**src/hw/switch_pkg.sv**
```systemverilog
`default_nettype none

package switch_pkg;

    localparam int N_PORTS    = 4;
    localparam int N_PRIOS    = 4;    // 3 is the highest
    localparam int WORD_W     = 16;
    localparam int SLOT_WORDS = 16;   // also the longest packet
    localparam int OFF_W      = $clog2(SLOT_WORDS);
    localparam int MAX_SLOT_W = 4;

    typedef logic [1:0] port_t;
    typedef logic [1:0] prio_t;
    typedef logic [3:0] len_t;        // 0 stands for 16 words

    // first word of every packet
    typedef struct packed {
        port_t      dest;
        prio_t      prio;
        len_t       len;
        logic [7:0] tag;              // carried through, never looked at
    } pkt_hdr_t;

    // a stored word is either payload or a header
    typedef union packed {
        logic [WORD_W-1:0] raw;
        pkt_hdr_t          hdr;
    } pkt_word_u;

    typedef struct packed {
        logic                  valid;
        port_t                 dest;
        prio_t                 prio;
        logic [MAX_SLOT_W-1:0] slot;
    } enq_req_t;

endpackage

`default_nettype wire

```
**src/hw/output_queues.sv**
```systemverilog
`default_nettype none
`timescale 1ns/1ps

module output_queues import switch_pkg::*; #(
    parameter int N_SLOTS = 8,
    localparam int SLOT_W = $clog2(N_SLOTS)
) (
    input  logic                    clk,
    input  logic                    rst_n,
    input  enq_req_t                push,
    input  logic [N_PORTS-1:0]      pop,
    output logic [N_PORTS-1:0]      nonempty,
    output enq_req_t [N_PORTS-1:0]  head
);

    // only the slot is stored, dest and prio follow from the queue
    logic [SLOT_W-1:0] slots  [N_PORTS][N_PRIOS][N_SLOTS];
    logic [SLOT_W-1:0] rd_ptr [N_PORTS][N_PRIOS];
    logic [SLOT_W-1:0] wr_ptr [N_PORTS][N_PRIOS];
    logic [SLOT_W:0]   count  [N_PORTS][N_PRIOS];
    prio_t             sel    [N_PORTS];
    logic              push_hit [N_PORTS][N_PRIOS];
    logic              pop_hit  [N_PORTS][N_PRIOS];

    function automatic logic [SLOT_W-1:0] next_ptr(input logic [SLOT_W-1:0] ptr);
        return (ptr == SLOT_W'(N_SLOTS - 1)) ? '0 : ptr + 1'b1;
    endfunction

    always_comb begin
        for (int p = 0; p < N_PORTS; p++) begin
            sel[p]      = '0;
            nonempty[p] = 1'b0;
            for (int pr = 0; pr < N_PRIOS; pr++) begin
                if (count[p][pr] != '0) begin
                    sel[p]      = prio_t'(pr);    // last hit is the highest
                    nonempty[p] = 1'b1;
                end
            end
            head[p].valid = nonempty[p];
            head[p].dest  = port_t'(p);
            head[p].prio  = sel[p];
            head[p].slot  = MAX_SLOT_W'(slots[p][sel[p]][rd_ptr[p][sel[p]]]);
            for (int pr = 0; pr < N_PRIOS; pr++) begin
                push_hit[p][pr] = push.valid && push.dest == port_t'(p)
                                  && push.prio == prio_t'(pr);
                pop_hit[p][pr]  = pop[p] && sel[p] == prio_t'(pr);
            end
        end
    end

    always_ff @(posedge clk) begin
        for (int p = 0; p < N_PORTS; p++) begin
            for (int pr = 0; pr < N_PRIOS; pr++) begin
                if (!rst_n) begin
                    rd_ptr[p][pr] <= '0;
                    wr_ptr[p][pr] <= '0;
                    count[p][pr]  <= '0;
                end else begin
                    if (push_hit[p][pr]) begin
                        wr_ptr[p][pr] <= next_ptr(wr_ptr[p][pr]);
                    end
                    if (pop_hit[p][pr]) begin
                        rd_ptr[p][pr] <= next_ptr(rd_ptr[p][pr]);
                    end
                    case ({push_hit[p][pr], pop_hit[p][pr]})
                        2'b10:   count[p][pr] <= count[p][pr] + 1'b1;
                        2'b01:   count[p][pr] <= count[p][pr] - 1'b1;
                        default: count[p][pr] <= count[p][pr];
                    endcase
                end
            end
        end
    end

    always_ff @(posedge clk) begin
        if (push.valid) begin
            slots[push.dest][push.prio][wr_ptr[push.dest][push.prio]] <= push.slot[SLOT_W-1:0];
        end
    end

endmodule

`default_nettype wire

```
**config.mk**
```make
export PLATFORM = sky130hd
export DESIGN_NAME = output_queues
export DESIGN_NICKNAME = d
export VERILOG_FILES = /design/src/hw/switch_pkg.sv /design/src/hw/output_queues.sv
export SDC_FILE = /design/constraint.sdc
export NUM_CORES = 1
export LEC_CHECK = 0
export ABC_AREA = 1
export BUFFER_PORTS_ARGS = -buffer_cell sky130_fd_sc_hd__buf_2
export CORE_UTILIZATION = 35
export DETAILED_ROUTE_END_ITERATION = 12
export PLACE_DENSITY_LB_ADDON = 0.25
export SYNTH_ARGS = -nofsm -noshare
export SYNTH_HDL_FRONTEND = slang
export SYNTH_SLANG_ARGS = --single-unit
```
**constraint.sdc**
```tcl
create_clock -name clk -period 8.4 [get_ports clk]
set_clock_uncertainty 0.2 [all_clocks]
set_input_delay 1.26 -clock clk [delete_from_list [all_inputs] [get_ports clk]]
set_output_delay 1.26 -clock clk [all_outputs]
set_load 0.02 [all_outputs]
```
==> results of run 1 <==
-- synth_stat cells (all sizes together) --
cell type and number:
a31o 1, nor4 1, conb 2, nand4 5
o22ai 21, or2 1, o21bai 2, nand3 359
a31oi 1, a22oi 24, inv 380, nand3b 33
o21ai 65, xnor2 30, and2 1, edfxtp 544
buf 73, ha 138, clkbuf 28, nand2 499
nor3 15, xor2 29, nor2 469, o32ai 1
a21oi 46
-- kinds of logic after synthesis --
family / synth area share
xor gates and xnor gates: 0.0188
adders and majority gates: 0.0627
and+or+nand+nor: 0.218
AOI/OAI and AO/OA: 0.0346
buffers and inverters: 0.0727
other: 0.000273
DFF: 0.593
-- cell type report --
class / instances / area, µm² / area share
Antenna cell: 1 / 2.50 / 0.0000820
Clock buffer: 73 / 1530 / 0.0501
Clock inverter: 33 / 283 / 0.00926
Inverter: 380 / 1430 / 0.0468
Multi-Input combinational cell: 1753 / 9240 / 0.303
Sequential cell: 544 / 16300 / 0.535
Tap cell: 1040 / 1300 / 0.0426
Timing Repair Buffer: 64 / 399 / 0.0131
-- registers in the layout (all words and copies together) (netlist names) --
name    flops
slots     384
wr_ptr     48
rd_ptr     48
count      64
-- power breakdown --
part | total, mW | internal [mW] | switching [mW]
registers | 3.09 | 3.05 | 0.0387
clock network | 2.47 | 1.43 | 1.04
logic | 0.787 | 0.223 | 0.564
-- layer usage --
| layer | up-vias | GRT usage | share of wire |
|---|---|---|---|
| met5 | - | 0 | 0.00062 |
| met4 | 6 | 0.0467 | 0.023 |
| met3 | 101 | 0.0261 | 0.052 |
| met2 | 402 | 0.288 | 0.48 |
| met1 | 9103 | 0.218 | 0.44 |
| li1 | 9254 | - | - |
-- worst max-delay path: stages (launching register included) --
cell and delay, ns:
sky130_fd_sc_hd__edfxtp_1 0.42, sky130_fd_sc_hd__inv_1 0.13, sky130_fd_sc_hd__ha_1 0.22, sky130_fd_sc_hd__nand3_1 0.09, sky130_fd_sc_hd__buf_4 0.24, sky130_fd_sc_hd__nor2_4 0.69, sky130_fd_sc_hd__nand3_1 0.14, sky130_fd_sc_hd__nand3_1 0.46
sky130_fd_sc_hd__inv_1 0.31, sky130_fd_sc_hd__nand2_1 0.14, sky130_fd_sc_hd__nand3_1 0.07, sky130_fd_sc_hd__nand2_1 0.09, sky130_fd_sc_hd__nand2_1 0.05, sky130_fd_sc_hd__nand2_1 0.09, sky130_fd_sc_hd__buf_2 0.17
-- how the worst max path moves through the flow --
stage / start / endpoint / cells past startpoint
after floorplan: count[3][0] / nonempty[3] / 8
after global routing: count[0][0] / head[2] / 14
after detailed placement: count[0][0] / head[2] / 14
final: count[0][0] / head[2] / 14
after global placement: count[0][0] / head[2] / 14
after CTS: count[0][0] / head[2] / 14
-- per-stage QoR --
stage / total power [mW] / setup WS, ns / cell area (µm²) / std cells / util
after floorplan: 3.68 / 4.87 / 27600 / 2778 / -
after global placement: 3.92 / 3.67 / 28700 / 3781 / 0.369
after detailed placement: 3.94 / 3.63 / 28700 / 3781 / 0.369
after CTS: 6.41 / 2.93 / 30500 / 3887 / 0.393
after global routing: 6.60 / 2.60 / 30500 / 3887 / 0.393
final: 6.35 / 2.99 / 30500 / 3888 / 0.393
==> impl_results.html, run 1 <==
<table>
<tr><th>Metric</th><th>Value</th></tr>
<tr><th colspan="2">Outcome</th></tr>
<tr><td>Outcome</td><td>finished clean</td></tr>
<tr><th colspan="2">Die</th></tr>
<tr><td>Floorplan die width</td><td>283 µm</td></tr>
<tr><td>Height of the die</td><td>283 µm</td></tr>
<tr><td>Effective utilization at floorplan</td><td>0.354</td></tr>
<tr><td>Boundary Pins</td><td>55</td></tr>
<tr><td>Area of the core region</td><td>77700 µm²</td></tr>
<tr><td>Die area</td><td>79800 µm²</td></tr>
<tr><td>Number of rows created at floorplan</td><td>102</td></tr>
<tr><th colspan="2">Hold path</th></tr>
<tr><td>Worst hold path endpoint</td><td>rd_ptr[0][0]</td></tr>
<tr><td>Worst hold path depth</td><td>1</td></tr>
<tr><td>Hold_sp</td><td>rd_ptr[0][0]</td></tr>
<tr><td>Worst Hold Class</td><td>reg2reg</td></tr>
<tr><th colspan="2">STA</th></tr>
<tr><td>Post-route clock period utilization</td><td>0.644</td></tr>
<tr><td>Pins Over Slew Limit</td><td>0</td></tr>
<tr><td>Max Freq</td><td>185 MHz</td></tr>
<tr><td>Hold Fails Final Rpt</td><td>0</td></tr>
<tr><td>RSZ-0062 raised after global routing</td><td>no</td></tr>
<tr><td>Period minus WS final</td><td>5.41 ns</td></tr>
<tr><td>Worst-margin pin slew</td><td>1.03 ns</td></tr>
<tr><td>Worst slew slack as a fraction of its limit</td><td>0.313</td></tr>
<tr><td>Hold WS</td><td>0.395 ns</td></tr>
<tr><td>Endpoints failing setup</td><td>0</td></tr>
<tr><td>Final total negative setup slack</td><td>0 ns</td></tr>
<tr><th colspan="2">Synthesis</th></tr>
<tr><td>Portion of the post-synthesis area used by sequential elements</td><td>0.593</td></tr>
<tr><td>Top area cells in the synthesized netlist</td><td>sky130_fd_sc_hd__edfxtp_1, sky130_fd_sc_hd__nand2_1, sky130_fd_sc_hd__nand3_1</td></tr>
<tr><td>Yosys Warn Count</td><td>0</td></tr>
<tr><td>Cell taking the most area after synthesis</td><td>sky130_fd_sc_hd__edfxtp_1</td></tr>
<tr><td>Synthesized netlist cell count</td><td>2768</td></tr>
<tr><td>Post-synth cell types</td><td>39</td></tr>
<tr><td>Top-area cell type share of the netlist area</td><td>0.593</td></tr>
<tr><td>Post-synthesis instance area</td><td>27500 µm²</td></tr>
<tr><td>Flip-flop and latch count after synthesis</td><td>544</td></tr>
<tr><td>Synthesized area divided by synthesized cell count</td><td>9.95 µm²</td></tr>
<tr><th colspan="2">Placed design</th></tr>
<tr><td>Input/output buffers</td><td>41</td></tr>
<tr><td>Detailed-placement wirelength estimate</td><td>43.4 mm</td></tr>
<tr><td>Gpl congestion</td><td>0.837</td></tr>
<tr><th colspan="2">Global route</th></tr>
<tr><td>Wire length of the first global-routing pass</td><td>104 mm</td></tr>
<tr><td>Global route overflow</td><td>0</td></tr>
<tr><td>Vias in the first global route</td><td>19100</td></tr>
<tr><td>Total global routing track utilization</td><td>0.168</td></tr>
<tr><td>Antenna violations before repair</td><td>5</td></tr>
<tr><td>Maximum number of pins on one net before global-route repair</td><td>82</td></tr>
<tr><th colspan="2">Worst setup path</th></tr>
<tr><td>FF-to-FF setup slack</td><td>4.21 ns</td></tr>
<tr><td>R2R Path Start</td><td>count[0][0]</td></tr>
<tr><td>Critical path data arrival time</td><td>3.95 ns</td></tr>
<tr><td>Setup crit end kind</td><td>output pin</td></tr>
<tr><td>Kind of launch point of the worst setup path</td><td>flop</td></tr>
<tr><td>Maximum net fanout on the critical path</td><td>36</td></tr>
<tr><td>Path depth of the worst reg2reg path</td><td>10</td></tr>
<tr><td>Critical path class</td><td>reg2out</td></tr>
<tr><td>Reg-to-Reg End</td><td>count[0][15]</td></tr>
<tr><td>WP data required</td><td>6.94 ns</td></tr>
<tr><th colspan="2">CTS</th></tr>
<tr><td>Clk pin slew, worst setup/hold paths</td><td>0.06 ns</td></tr>
<tr><td>Clock latency on the worst-skew pair</td><td>0.61 ns</td></tr>
<tr><td>Buffer count from post-CTS setup fixing</td><td>0</td></tr>
<tr><td>Hold buffer count at CTS</td><td>0</td></tr>
<tr><td>CTS H-tree lvls</td><td>2</td></tr>
<tr><td>Number of buffers created by CTS</td><td>58</td></tr>
<tr><td>Clock tree from TritonCTS</td><td>done</td></tr>
<tr><td>Maximum buffer depth of the clock tree</td><td>3</td></tr>
<tr><td>Sink count of the clock tree</td><td>544</td></tr>
<tr><td>Post-CTS resize count</td><td>0</td></tr>
<tr><td>Clock tree root driver cell</td><td>sky130_fd_sc_hd__clkbuf_16</td></tr>
<tr><th colspan="2">Detailed routing</th></tr>
<tr><td>Post-DR vias/cell</td><td>4.85</td></tr>
<tr><td>Number of detailed-route iterations in the first pass</td><td>5</td></tr>
<tr><td>Number of nets with antenna violations after routing</td><td>0</td></tr>
<tr><td>Vias after detailed routing</td><td>18900</td></tr>
<tr><td>Post-route DRC</td><td>0</td></tr>
<tr><td>Detailed router's first-iteration violation count</td><td>1151</td></tr>
<tr><td>Post-detailed-routing wire length</td><td>66.2 mm</td></tr>
<tr><td>Average routed wire per standard cell</td><td>17.0 µm</td></tr>
<tr><th colspan="2">Power</th></tr>
<tr><td>Leakage power summed over all cells</td><td>12.3 nW</td></tr>
<tr><td>Worst voltage drop across the vdd grid</td><td>0.155 mV</td></tr>
<tr><td>Cell Pwr Density</td><td>208 nW/µm²</td></tr>
<tr><th colspan="2">Final layout</th></tr>
<tr><td>Commonest cells after routing, fill and taps aside</td><td>sky130_fd_sc_hd__edfxtp_1, sky130_fd_sc_hd__nand2_1, sky130_fd_sc_hd__nor2_1, sky130_fd_sc_hd__nand3_1, sky130_fd_sc_hd__inv_1</td></tr>
<tr><td># fillers</td><td>7561</td></tr>
<tr><td>Most common cell after layout, fill and taps aside</td><td>sky130_fd_sc_hd__edfxtp_1</td></tr>
<tr><td>Share of cells above drive strength 1</td><td>0.0790</td></tr>
<tr><td>Number of nets in the final layout</td><td>2954</td></tr>
<tr><td>Growth of design area from synthesis to finish</td><td>10.8%</td></tr>
<tr><th colspan="2">Flow run</th></tr>
<tr><td>Maximum capacitance violations</td><td>0</td></tr>
</table>
Note: power is estimated with default switching activity, not from simulation.
==> run 2: changes to the inputs <==
- ABC_AREA: 1 -> 0
- clock period: 8.4 -> 4.8 ns (I/O delays scaled with it)
==> impl_results.html, run 2 <==
<table>
<tr><th>Metric</th><th>Value</th></tr>
<tr><th colspan="2">Final layout</th></tr>
<tr><td>Most common cell after layout, fill and taps aside</td><td>sky130_fd_sc_hd__edfxtp_1</td></tr>
<tr><td>Commonest cells after routing, fill and taps aside</td><td>sky130_fd_sc_hd__edfxtp_1, sky130_fd_sc_hd__nor2_1, sky130_fd_sc_hd__nand2_1, sky130_fd_sc_hd__ha_1, sky130_fd_sc_hd__inv_1</td></tr>
<tr><td>Antenna Diode Count</td><td>0</td></tr>
<tr><td>Final non-filler cell area</td><td>30100 µm²</td></tr>
<tr><td>Growth of design area from synthesis to finish</td><td>12.9%</td></tr>
<tr><td>Number of nets in the final layout</td><td>2378</td></tr>
<tr><td>Share of cells above drive strength 1</td><td>0.118</td></tr>
<tr><td>Flip-flop count of the largest register after layout</td><td>384</td></tr>
<tr><th colspan="2">Synthesis</th></tr>
<tr><td>Combinational family with the most area after synthesis</td><td>simple AND/OR/NAND/NOR gates</td></tr>
<tr><td>EDFF count, synth</td><td>544</td></tr>
<tr><td>Main flop type after synthesis</td><td>sky130_fd_sc_hd__edfxtp_1</td></tr>
<tr><td>Top cells by instance count after synthesis</td><td>sky130_fd_sc_hd__edfxtp_1, sky130_fd_sc_hd__nor2_1, sky130_fd_sc_hd__nand2_1, sky130_fd_sc_hd__ha_1, sky130_fd_sc_hd__clkbuf_1</td></tr>
<tr><td>Leading cell type by number of instances after synthesis</td><td>sky130_fd_sc_hd__edfxtp_1</td></tr>
<tr><td>Portion of the post-synthesis area used by sequential elements</td><td>0.614</td></tr>
<tr><td>Yosys Warn Count</td><td>0</td></tr>
<tr><td>Fraction of synthesized cell area in xor and xnor cells</td><td>0.000987</td></tr>
<tr><td>Fraction of the mapped netlist area in compound gates</td><td>0.100</td></tr>
<tr><td>Post-synthesis instance area</td><td>26600 µm²</td></tr>
<tr><td>Top area cells in the synthesized netlist</td><td>sky130_fd_sc_hd__edfxtp_1, sky130_fd_sc_hd__ha_1, sky130_fd_sc_hd__nor2_1</td></tr>
<tr><td>Multiplexer area fraction after synthesis</td><td>0.0389</td></tr>
<tr><td>Synthesized area divided by synthesized cell count</td><td>12.3 µm²</td></tr>
<tr><td>Post-synth cell types</td><td>69</td></tr>
<tr><td>Share of synthesized cell area in and, or, nand and nor gates</td><td>0.146</td></tr>
<tr><td>Top-area cell type share of the netlist area</td><td>0.614</td></tr>
<tr><td>Fraction of the mapped netlist area in adder cells</td><td>0.0649</td></tr>
<tr><td>Synthesized netlist cell count</td><td>2172</td></tr>
<tr><td>Share of flip-flops with an asynchronous set or reset</td><td>0</td></tr>
<tr><td>Cell taking the most area after synthesis</td><td>sky130_fd_sc_hd__edfxtp_1</td></tr>
<tr><td>Flip-flop and latch count after synthesis</td><td>544</td></tr>
<tr><th colspan="2">Global route</th></tr>
<tr><td>Total global routing track utilization</td><td>0.167</td></tr>
<tr><td>Maximum number of pins on one net before global-route repair</td><td>66</td></tr>
<tr><td>Vias in the first global route</td><td>17800</td></tr>
<tr><td>Global route overflow</td><td>0</td></tr>
<tr><td>Wire length of the first global-routing pass</td><td>102 mm</td></tr>
<tr><td>Antenna violations before repair</td><td>6</td></tr>
<tr><th colspan="2">Worst setup path</th></tr>
<tr><td>Maximum net fanout on the critical path</td><td>14</td></tr>
<tr><td>Kind of launch point of the worst setup path</td><td>flop</td></tr>
<tr><td>R2R Path Start</td><td>count[2][8]</td></tr>
<tr><td>Path depth of the worst reg2reg path</td><td>16</td></tr>
<tr><td>WP data required</td><td>3.88 ns</td></tr>
<tr><td>Delay of the slowest cell on the worst path</td><td>0.64 ns</td></tr>
<tr><td>Sequence of cells on the critical path</td><td>inv_1, ha_1, or3b_2, nor2_2, o21ai_0, a21oi_1, buf_4, a221o_1, o22ai_1, a221oi_1, buf_2</td></tr>
<tr><td>FF-to-FF setup slack</td><td>0.88 ns</td></tr>
<tr><td>Crit path launch</td><td>count[1][8]</td></tr>
<tr><td>Critical path class</td><td>reg2out</td></tr>
<tr><td>Standard cell with the maximum stage delay on the critical path</td><td>sky130_fd_sc_hd__or3b_2</td></tr>
<tr><td>Setup crit end kind</td><td>output pin</td></tr>
<tr><td>Reg-to-Reg End</td><td>count[2][14]</td></tr>
<tr><td>Critical path data arrival time</td><td>3.65 ns</td></tr>
<tr><td>End of the critical path</td><td>head[11]</td></tr>
<tr><th colspan="2">Power</th></tr>
<tr><td>Leakage power summed over all cells</td><td>10.7 nW</td></tr>
<tr><td>Worst voltage drop across the vdd grid</td><td>0.268 mV</td></tr>
<tr><td>Cell Pwr Density</td><td>379 nW/µm²</td></tr>
<tr><th colspan="2">Die</th></tr>
<tr><td>Boundary Pins</td><td>55</td></tr>
<tr><td>Number of rows created at floorplan</td><td>100</td></tr>
<tr><td>Effective utilization at floorplan</td><td>0.356</td></tr>
<tr><td>Floorplan die width</td><td>278 µm</td></tr>
<tr><td>Die area</td><td>77200 µm²</td></tr>
<tr><td>Height of the die</td><td>278 µm</td></tr>
<tr><td>Area of the core region</td><td>74800 µm²</td></tr>
<tr><th colspan="2">CTS</th></tr>
<tr><td>Maximum buffer depth of the clock tree</td><td>3</td></tr>
<tr><td>Sink count of the clock tree</td><td>544</td></tr>
<tr><td>CTS H-tree lvls</td><td>2</td></tr>
<tr><td>Number of buffers created by CTS</td><td>56</td></tr>
<tr><td>Hold buffer count at CTS</td><td>0</td></tr>
<tr><td>Clock tree root driver cell</td><td>sky130_fd_sc_hd__clkbuf_16</td></tr>
<tr><td>Clk pin slew, worst setup/hold paths</td><td>0.06 ns</td></tr>
<tr><td>Clock latency on the worst-skew pair</td><td>0.63 ns</td></tr>
<tr><td>Clock tree from TritonCTS</td><td>done</td></tr>
<tr><th colspan="2">Detailed routing</th></tr>
<tr><td>Detailed router's first-iteration violation count</td><td>1333</td></tr>
<tr><td>Average routed wire per standard cell</td><td>20.2 µm</td></tr>
<tr><td>Post-detailed-routing wire length</td><td>65.3 mm</td></tr>
<tr><td>Number of nets with antenna violations after routing</td><td>0</td></tr>
<tr><td>Post-DR vias/cell</td><td>5.39</td></tr>
<tr><td>Vias after detailed routing</td><td>17500</td></tr>
<tr><td>Number of detailed-route iterations in the first pass</td><td>7</td></tr>
<tr><td>Post-route DRC</td><td>0</td></tr>
<tr><th colspan="2">STA</th></tr>
<tr><td>Period minus WS final</td><td>4.57 ns</td></tr>
<tr><td>Post-route clock period utilization</td><td>0.952</td></tr>
<tr><td>Endpoints failing setup</td><td>0</td></tr>
<tr><td>Worst slew slack as a fraction of its limit</td><td>0.461</td></tr>
<tr><td>Final total negative setup slack</td><td>0 ns</td></tr>
<tr><td>Worst-margin pin slew</td><td>0.806 ns</td></tr>
<tr><td>Hold Fails Final Rpt</td><td>0</td></tr>
<tr><td>RSZ-0062 raised after global routing</td><td>no</td></tr>
<tr><td>Max Freq</td><td>219 MHz</td></tr>
<tr><td>Pins Over Slew Limit</td><td>0</td></tr>
<tr><td>Smallest setup slack after layout</td><td>0.232 ns</td></tr>
<tr><td>Hold WS</td><td>0.389 ns</td></tr>
<tr><th colspan="2">Placed design</th></tr>
<tr><td>Placement Cell Area</td><td>28100 µm²</td></tr>
<tr><td>Input/output buffers</td><td>41</td></tr>
<tr><td>Detailed-placement wirelength estimate</td><td>43.3 mm</td></tr>
<tr><td>Gpl congestion</td><td>0.862</td></tr>
<tr><td>Post-Place Setup Slack</td><td>0.455 ns</td></tr>
<tr><th colspan="2">Hold path</th></tr>
<tr><td>Worst Hold Class</td><td>reg2reg</td></tr>
<tr><td>Hold_sp</td><td>rd_ptr[3][9]</td></tr>
<tr><td>Worst hold path depth</td><td>1</td></tr>
<tr><th colspan="2">Outcome</th></tr>
<tr><td>Outcome</td><td>finished clean</td></tr>
<tr><th colspan="2">Flow run</th></tr>
<tr><td>Maximum capacitance violations</td><td>0</td></tr>
</table>
-- run 2: cell types whose count changed after synthesis, sizes merged, moves of 41 or more --
cell / previous run / this run
nand2: 499 / 237
nor2: 469 / 255
and2: 1 / 52
mux2i: 0 / 58
nor3b: 0 / 53
buf: 73 / 32
inv: 380 / 88
nand3: 359 / 63
clkbuf: 28 / 97
-- run 2: routing by layer --
layer / vias up / track usage / routed length [µm]
met5: - / 0 / 50
met4: 10 / 0.0494 / 1660
met2: 438 / 0.285 / 31600
met3: 116 / 0.0247 / 3170
li1: 8215 / - / -
met1: 8671 / 0.220 / 28800
-- run 2: kinds of logic after synthesis --
logic type	count (synthesis)
AO/OA/AOI/OAI	394
flip-flops	544
AND/OR/NAND/NOR	792
multiplexers	82
adder cells (fa/ha/maj)	138
buffers and inverters	217
XOR/XNOR	3
other	2
-- run 2: cell type report --
cell class | count | area (µm²)
inverters | 88 | 330
repair buffers | 114 | 779
flip-flops and latches | 544 | 16300
clock buffers | 66 | 1480
multi-input cells | 1421 | 9490
clock inverters | 36 | 427
well taps | 969 | 1210
fillers | 6969 | 44800
-- run 2: repair_timing --
item	CTS	global route
endpoints found under the setup margin	2	7
pin swaps	0	2
cloned	0	0
setup buffers	0	1
gates resized for setup	3	11
-- run 2: critical path: cells and delay by family, from the launching register on --
family	cells	cell delay (ns)
simple gates	2	0.87
compound gates	5	0.99
fa+ha+maj	1	0.17
buf+inv	3	0.56
flops	1	0.45
-- run 2: per-stage QoR --
| stage | total power, mW | std cells | util |
|---|---|---|---|
| floorplan | 6.42 | 2182 | - |
| global placement | 6.90 | 3135 | 0.375 |
| detailed placement | 6.93 | 3135 | 0.375 |
| CTS | 11.5 | 3237 | 0.401 |
| global route | 11.8 | 3238 | 0.402 |
| finish | 11.4 | 3238 | 0.402 |
-- run 2: power breakdown --
part           internal (mW)  switching [mW]  total (mW)
sequential              5.35           0.123        5.48
clock                   2.68            1.86        4.55
combinational          0.472           0.897        1.37
total                   8.51            2.88        11.4
-- run 2: worst min-delay path by stage --
| stage | end | slack (ns) |
|---|---|---|
| 2_1_floorplan | rd_ptr[0][9] | 0.35 |
| 3_3_place_gp | rd_ptr[3][9] | 0.37 |
| 3_5_place_dp | rd_ptr[3][9] | 0.39 |
| 4_1_cts | rd_ptr[3][9] | 0.39 |
| 5_1_grt | wr_ptr[1][3] | 0.42 |
| 6_report | rd_ptr[3][9] | 0.39 |
==> run 3: changes to the inputs <==
- GPL_TIMING_DRIVEN: default -> 0
- MAX_ROUTING_LAYER: default -> met4
==> impl_results.html, run 3 (synthesis results as in run 2) <==
<table>
<tr><th>Metric</th><th>Value</th></tr>
<tr><th colspan="2">Outcome</th></tr>
<tr><td>Outcome</td><td>finished clean</td></tr>
<tr><th colspan="2">Final layout</th></tr>
<tr><td>Commonest cells after routing, fill and taps aside</td><td>sky130_fd_sc_hd__edfxtp_1, sky130_fd_sc_hd__nor2_1, sky130_fd_sc_hd__nand2_1, sky130_fd_sc_hd__ha_1, sky130_fd_sc_hd__clkbuf_1</td></tr>
<tr><td>Flip-flop count of the largest register after layout</td><td>384</td></tr>
<tr><td>Post-route non-filler standard cell count</td><td>3312</td></tr>
<tr><td>Most common cell after layout, fill and taps aside</td><td>sky130_fd_sc_hd__edfxtp_1</td></tr>
<tr><td># fillers</td><td>6990</td></tr>
<tr><td>Growth of design area from synthesis to finish</td><td>13.7%</td></tr>
<tr><td>Share of cells above drive strength 1</td><td>0.111</td></tr>
<tr><td>Number of nets in the final layout</td><td>2453</td></tr>
<tr><td>Final non-filler cell area</td><td>30300 µm²</td></tr>
<tr><th colspan="2">Die</th></tr>
<tr><td>Height of the die</td><td>278 µm</td></tr>
<tr><td>Number of rows created at floorplan</td><td>100</td></tr>
<tr><td>Boundary Pins</td><td>55</td></tr>
<tr><td>Floorplan die width</td><td>278 µm</td></tr>
<tr><td>Effective utilization at floorplan</td><td>0.356</td></tr>
<tr><td>Die area</td><td>77200 µm²</td></tr>
<tr><td>Area of the core region</td><td>74800 µm²</td></tr>
<tr><th colspan="2">STA</th></tr>
<tr><td>Endpoints failing setup</td><td>0</td></tr>
<tr><td>Post-route clock period utilization</td><td>0.972</td></tr>
<tr><td>Worst slew slack as a fraction of its limit</td><td>0.0455</td></tr>
<tr><td>Hold Fails Final Rpt</td><td>0</td></tr>
<tr><td>Pins Over Slew Limit</td><td>0</td></tr>
<tr><td>Worst-margin pin slew</td><td>1.43 ns</td></tr>
<tr><td>Max Freq</td><td>214 MHz</td></tr>
<tr><td>Hold WS</td><td>0.395 ns</td></tr>
<tr><td>Period minus WS final</td><td>4.67 ns</td></tr>
<tr><th colspan="2">Flow run</th></tr>
<tr><td>Maximum capacitance violations</td><td>0</td></tr>
<tr><th colspan="2">Detailed routing</th></tr>
<tr><td>Number of detailed-route iterations in the first pass</td><td>6</td></tr>
<tr><td>Post-detailed-routing wire length</td><td>74.5 mm</td></tr>
<tr><td>Post-DR vias/cell</td><td>5.53</td></tr>
<tr><td>Vias after detailed routing</td><td>18300</td></tr>
<tr><td>Average routed wire per standard cell</td><td>22.5 µm</td></tr>
<tr><td>Post-route DRC</td><td>0</td></tr>
<tr><td>Detailed router's first-iteration violation count</td><td>1644</td></tr>
<tr><td>Number of nets with antenna violations after routing</td><td>0</td></tr>
<tr><th colspan="2">Placed design</th></tr>
<tr><td>Gpl congestion</td><td>0.893</td></tr>
<tr><td>Detailed-placement wirelength estimate</td><td>51.0 mm</td></tr>
<tr><td>Post-placement cell count</td><td>3190</td></tr>
<tr><td>Placement Cell Area</td><td>28100 µm²</td></tr>
<tr><td>Input/output buffers</td><td>36</td></tr>
<tr><th colspan="2">Global route</th></tr>
<tr><td>Antenna violations before repair</td><td>2</td></tr>
<tr><td>Total global routing track utilization</td><td>0.196</td></tr>
<tr><td>Global route overflow</td><td>0</td></tr>
<tr><td>Maximum number of pins on one net before global-route repair</td><td>80</td></tr>
<tr><td>Wire length of the first global-routing pass</td><td>112 mm</td></tr>
<tr><td>Vias in the first global route</td><td>18200</td></tr>
<tr><th colspan="2">Worst setup path</th></tr>
<tr><td>Critical path data arrival time</td><td>3.75 ns</td></tr>
<tr><td>Delay of the slowest cell on the worst path</td><td>0.47 ns</td></tr>
<tr><td>Setup crit end kind</td><td>output pin</td></tr>
<tr><td>Crit path launch</td><td>count[1][8]</td></tr>
<tr><td>Critical path class</td><td>reg2out</td></tr>
<tr><td>R2R Path Start</td><td>count[2][8]</td></tr>
<tr><td>Maximum net fanout on the critical path</td><td>8</td></tr>
<tr><td>Standard cell with the maximum stage delay on the critical path</td><td>sky130_fd_sc_hd__edfxtp_1</td></tr>
<tr><td>Kind of launch point of the worst setup path</td><td>flop</td></tr>
<tr><td>WP data required</td><td>3.88 ns</td></tr>
<tr><td>Sequence of cells on the critical path</td><td>inv_1, ha_1, or3b_2, clkbuf_1, nand2_1, o211ai_1, a21oi_4, a221o_1, o22ai_1, a221oi_1, buf_2</td></tr>
<tr><th colspan="2">CTS</th></tr>
<tr><td>Hold buffer count at CTS</td><td>0</td></tr>
<tr><td>Sink count of the clock tree</td><td>544</td></tr>
<tr><td>Maximum buffer depth of the clock tree</td><td>3</td></tr>
<tr><td>Number of buffers created by CTS</td><td>57</td></tr>
<tr><td>Clk pin slew, worst setup/hold paths</td><td>0.06 ns</td></tr>
<tr><td>CTS H-tree lvls</td><td>2</td></tr>
<tr><td>Clock latency on the worst-skew pair</td><td>0.62 ns</td></tr>
<tr><td>Clock tree from TritonCTS</td><td>done</td></tr>
<tr><td>Clock tree root driver cell</td><td>sky130_fd_sc_hd__clkbuf_16</td></tr>
<tr><th colspan="2">Hold path</th></tr>
<tr><td>Worst Hold Class</td><td>reg2reg</td></tr>
<tr><td>Hold_sp</td><td>wr_ptr[3][0]</td></tr>
<tr><th colspan="2">Power</th></tr>
<tr><td>Leakage power summed over all cells</td><td>10.8 nW</td></tr>
<tr><td>Cell Pwr Density</td><td>372 nW/µm²</td></tr>
<tr><td>Worst voltage drop across the vdd grid</td><td>0.300 mV</td></tr>
<tr><td>Sum of internal, switching and leakage power</td><td>11.3 mW</td></tr>
</table>
[run 3: per-layer routing]
| metal | GRT usage | part of all wire |
|---|---|---|
| met1 | 0.251 | 0.43 |
| met5 | - | 0 |
| met3 | 0.0352 | 0.066 |
| met2 | 0.316 | 0.48 |
| met4 | 0.0601 | 0.029 |
[run 3: area by class of cell]
class                   instances  area [µm²]  share of cell area
repair buffers                 60         428              0.0141
inverters                      88         330              0.0109
clock inverters                36         327              0.0108
flip-flops and latches        544       16300               0.539
multi-input cells            1421        9580               0.316
well taps                     969        1210              0.0400
diodes                          1        2.50           0.0000826
clock buffers                  65        1460              0.0481
plain buffers                 128         616              0.0203
[run 3: stage by stage]
| stage | util | setup TNS, ns | setup WS [ns] |
|---|---|---|---|
| after floorplan | - | 0 | 0.927 |
| after global placement | 0.375 | -5.37 | -0.233 |
| after detailed placement | 0.376 | -8.47 | -0.330 |
| after CTS | 0.402 | 0 | 0.00650 |
| after global routing | 0.405 | -0.0138 | -0.0138 |
| final | 0.405 | 0 | 0.133 |
[run 3: power by group]
part           internal (mW)  leakage (nW)  total (mW)  switching, mW
sequential              5.35          5.11        5.46          0.104
clock                   2.48         0.878        4.33           1.85
combinational          0.484          4.76        1.48          0.999
total                   8.32          10.8        11.3           2.95
[run 3: repair_timing]
item | 4_1_cts | 5_1_grt
hold endpoints to repair | 0 | 0
setup buffers | 3 | 18
gates resized for setup | 39 | 27
pin swaps | 4 | 5
endpoints found under the setup margin | 12 | 12
gates cloned | 0 | 0
[run 3: final timing paths]
| path | end | slack [ns] | depth (start not counted) |
|---|---|---|---|
| hold reg to reg | wr_ptr[3][0] | 0.39 | 1 |
| setup / recovery | head[11] | 0.13 | 11 |
| setup reg to reg | count[2][14] | 0.66 | 16 |
| hold / removal | wr_ptr[3][0] | 0.39 | 1 |
[run 3: critical path, delay by kind of cell, from the launching register on]
| family | cells | cell delay, ns |
|---|---|---|
| buf+inv | 3 | 0.67 |
| compound gates | 5 | 1.18 |
| fa+ha+maj | 1 | 0.17 |
| flops | 1 | 0.47 |
| simple gates | 2 | 0.65 |
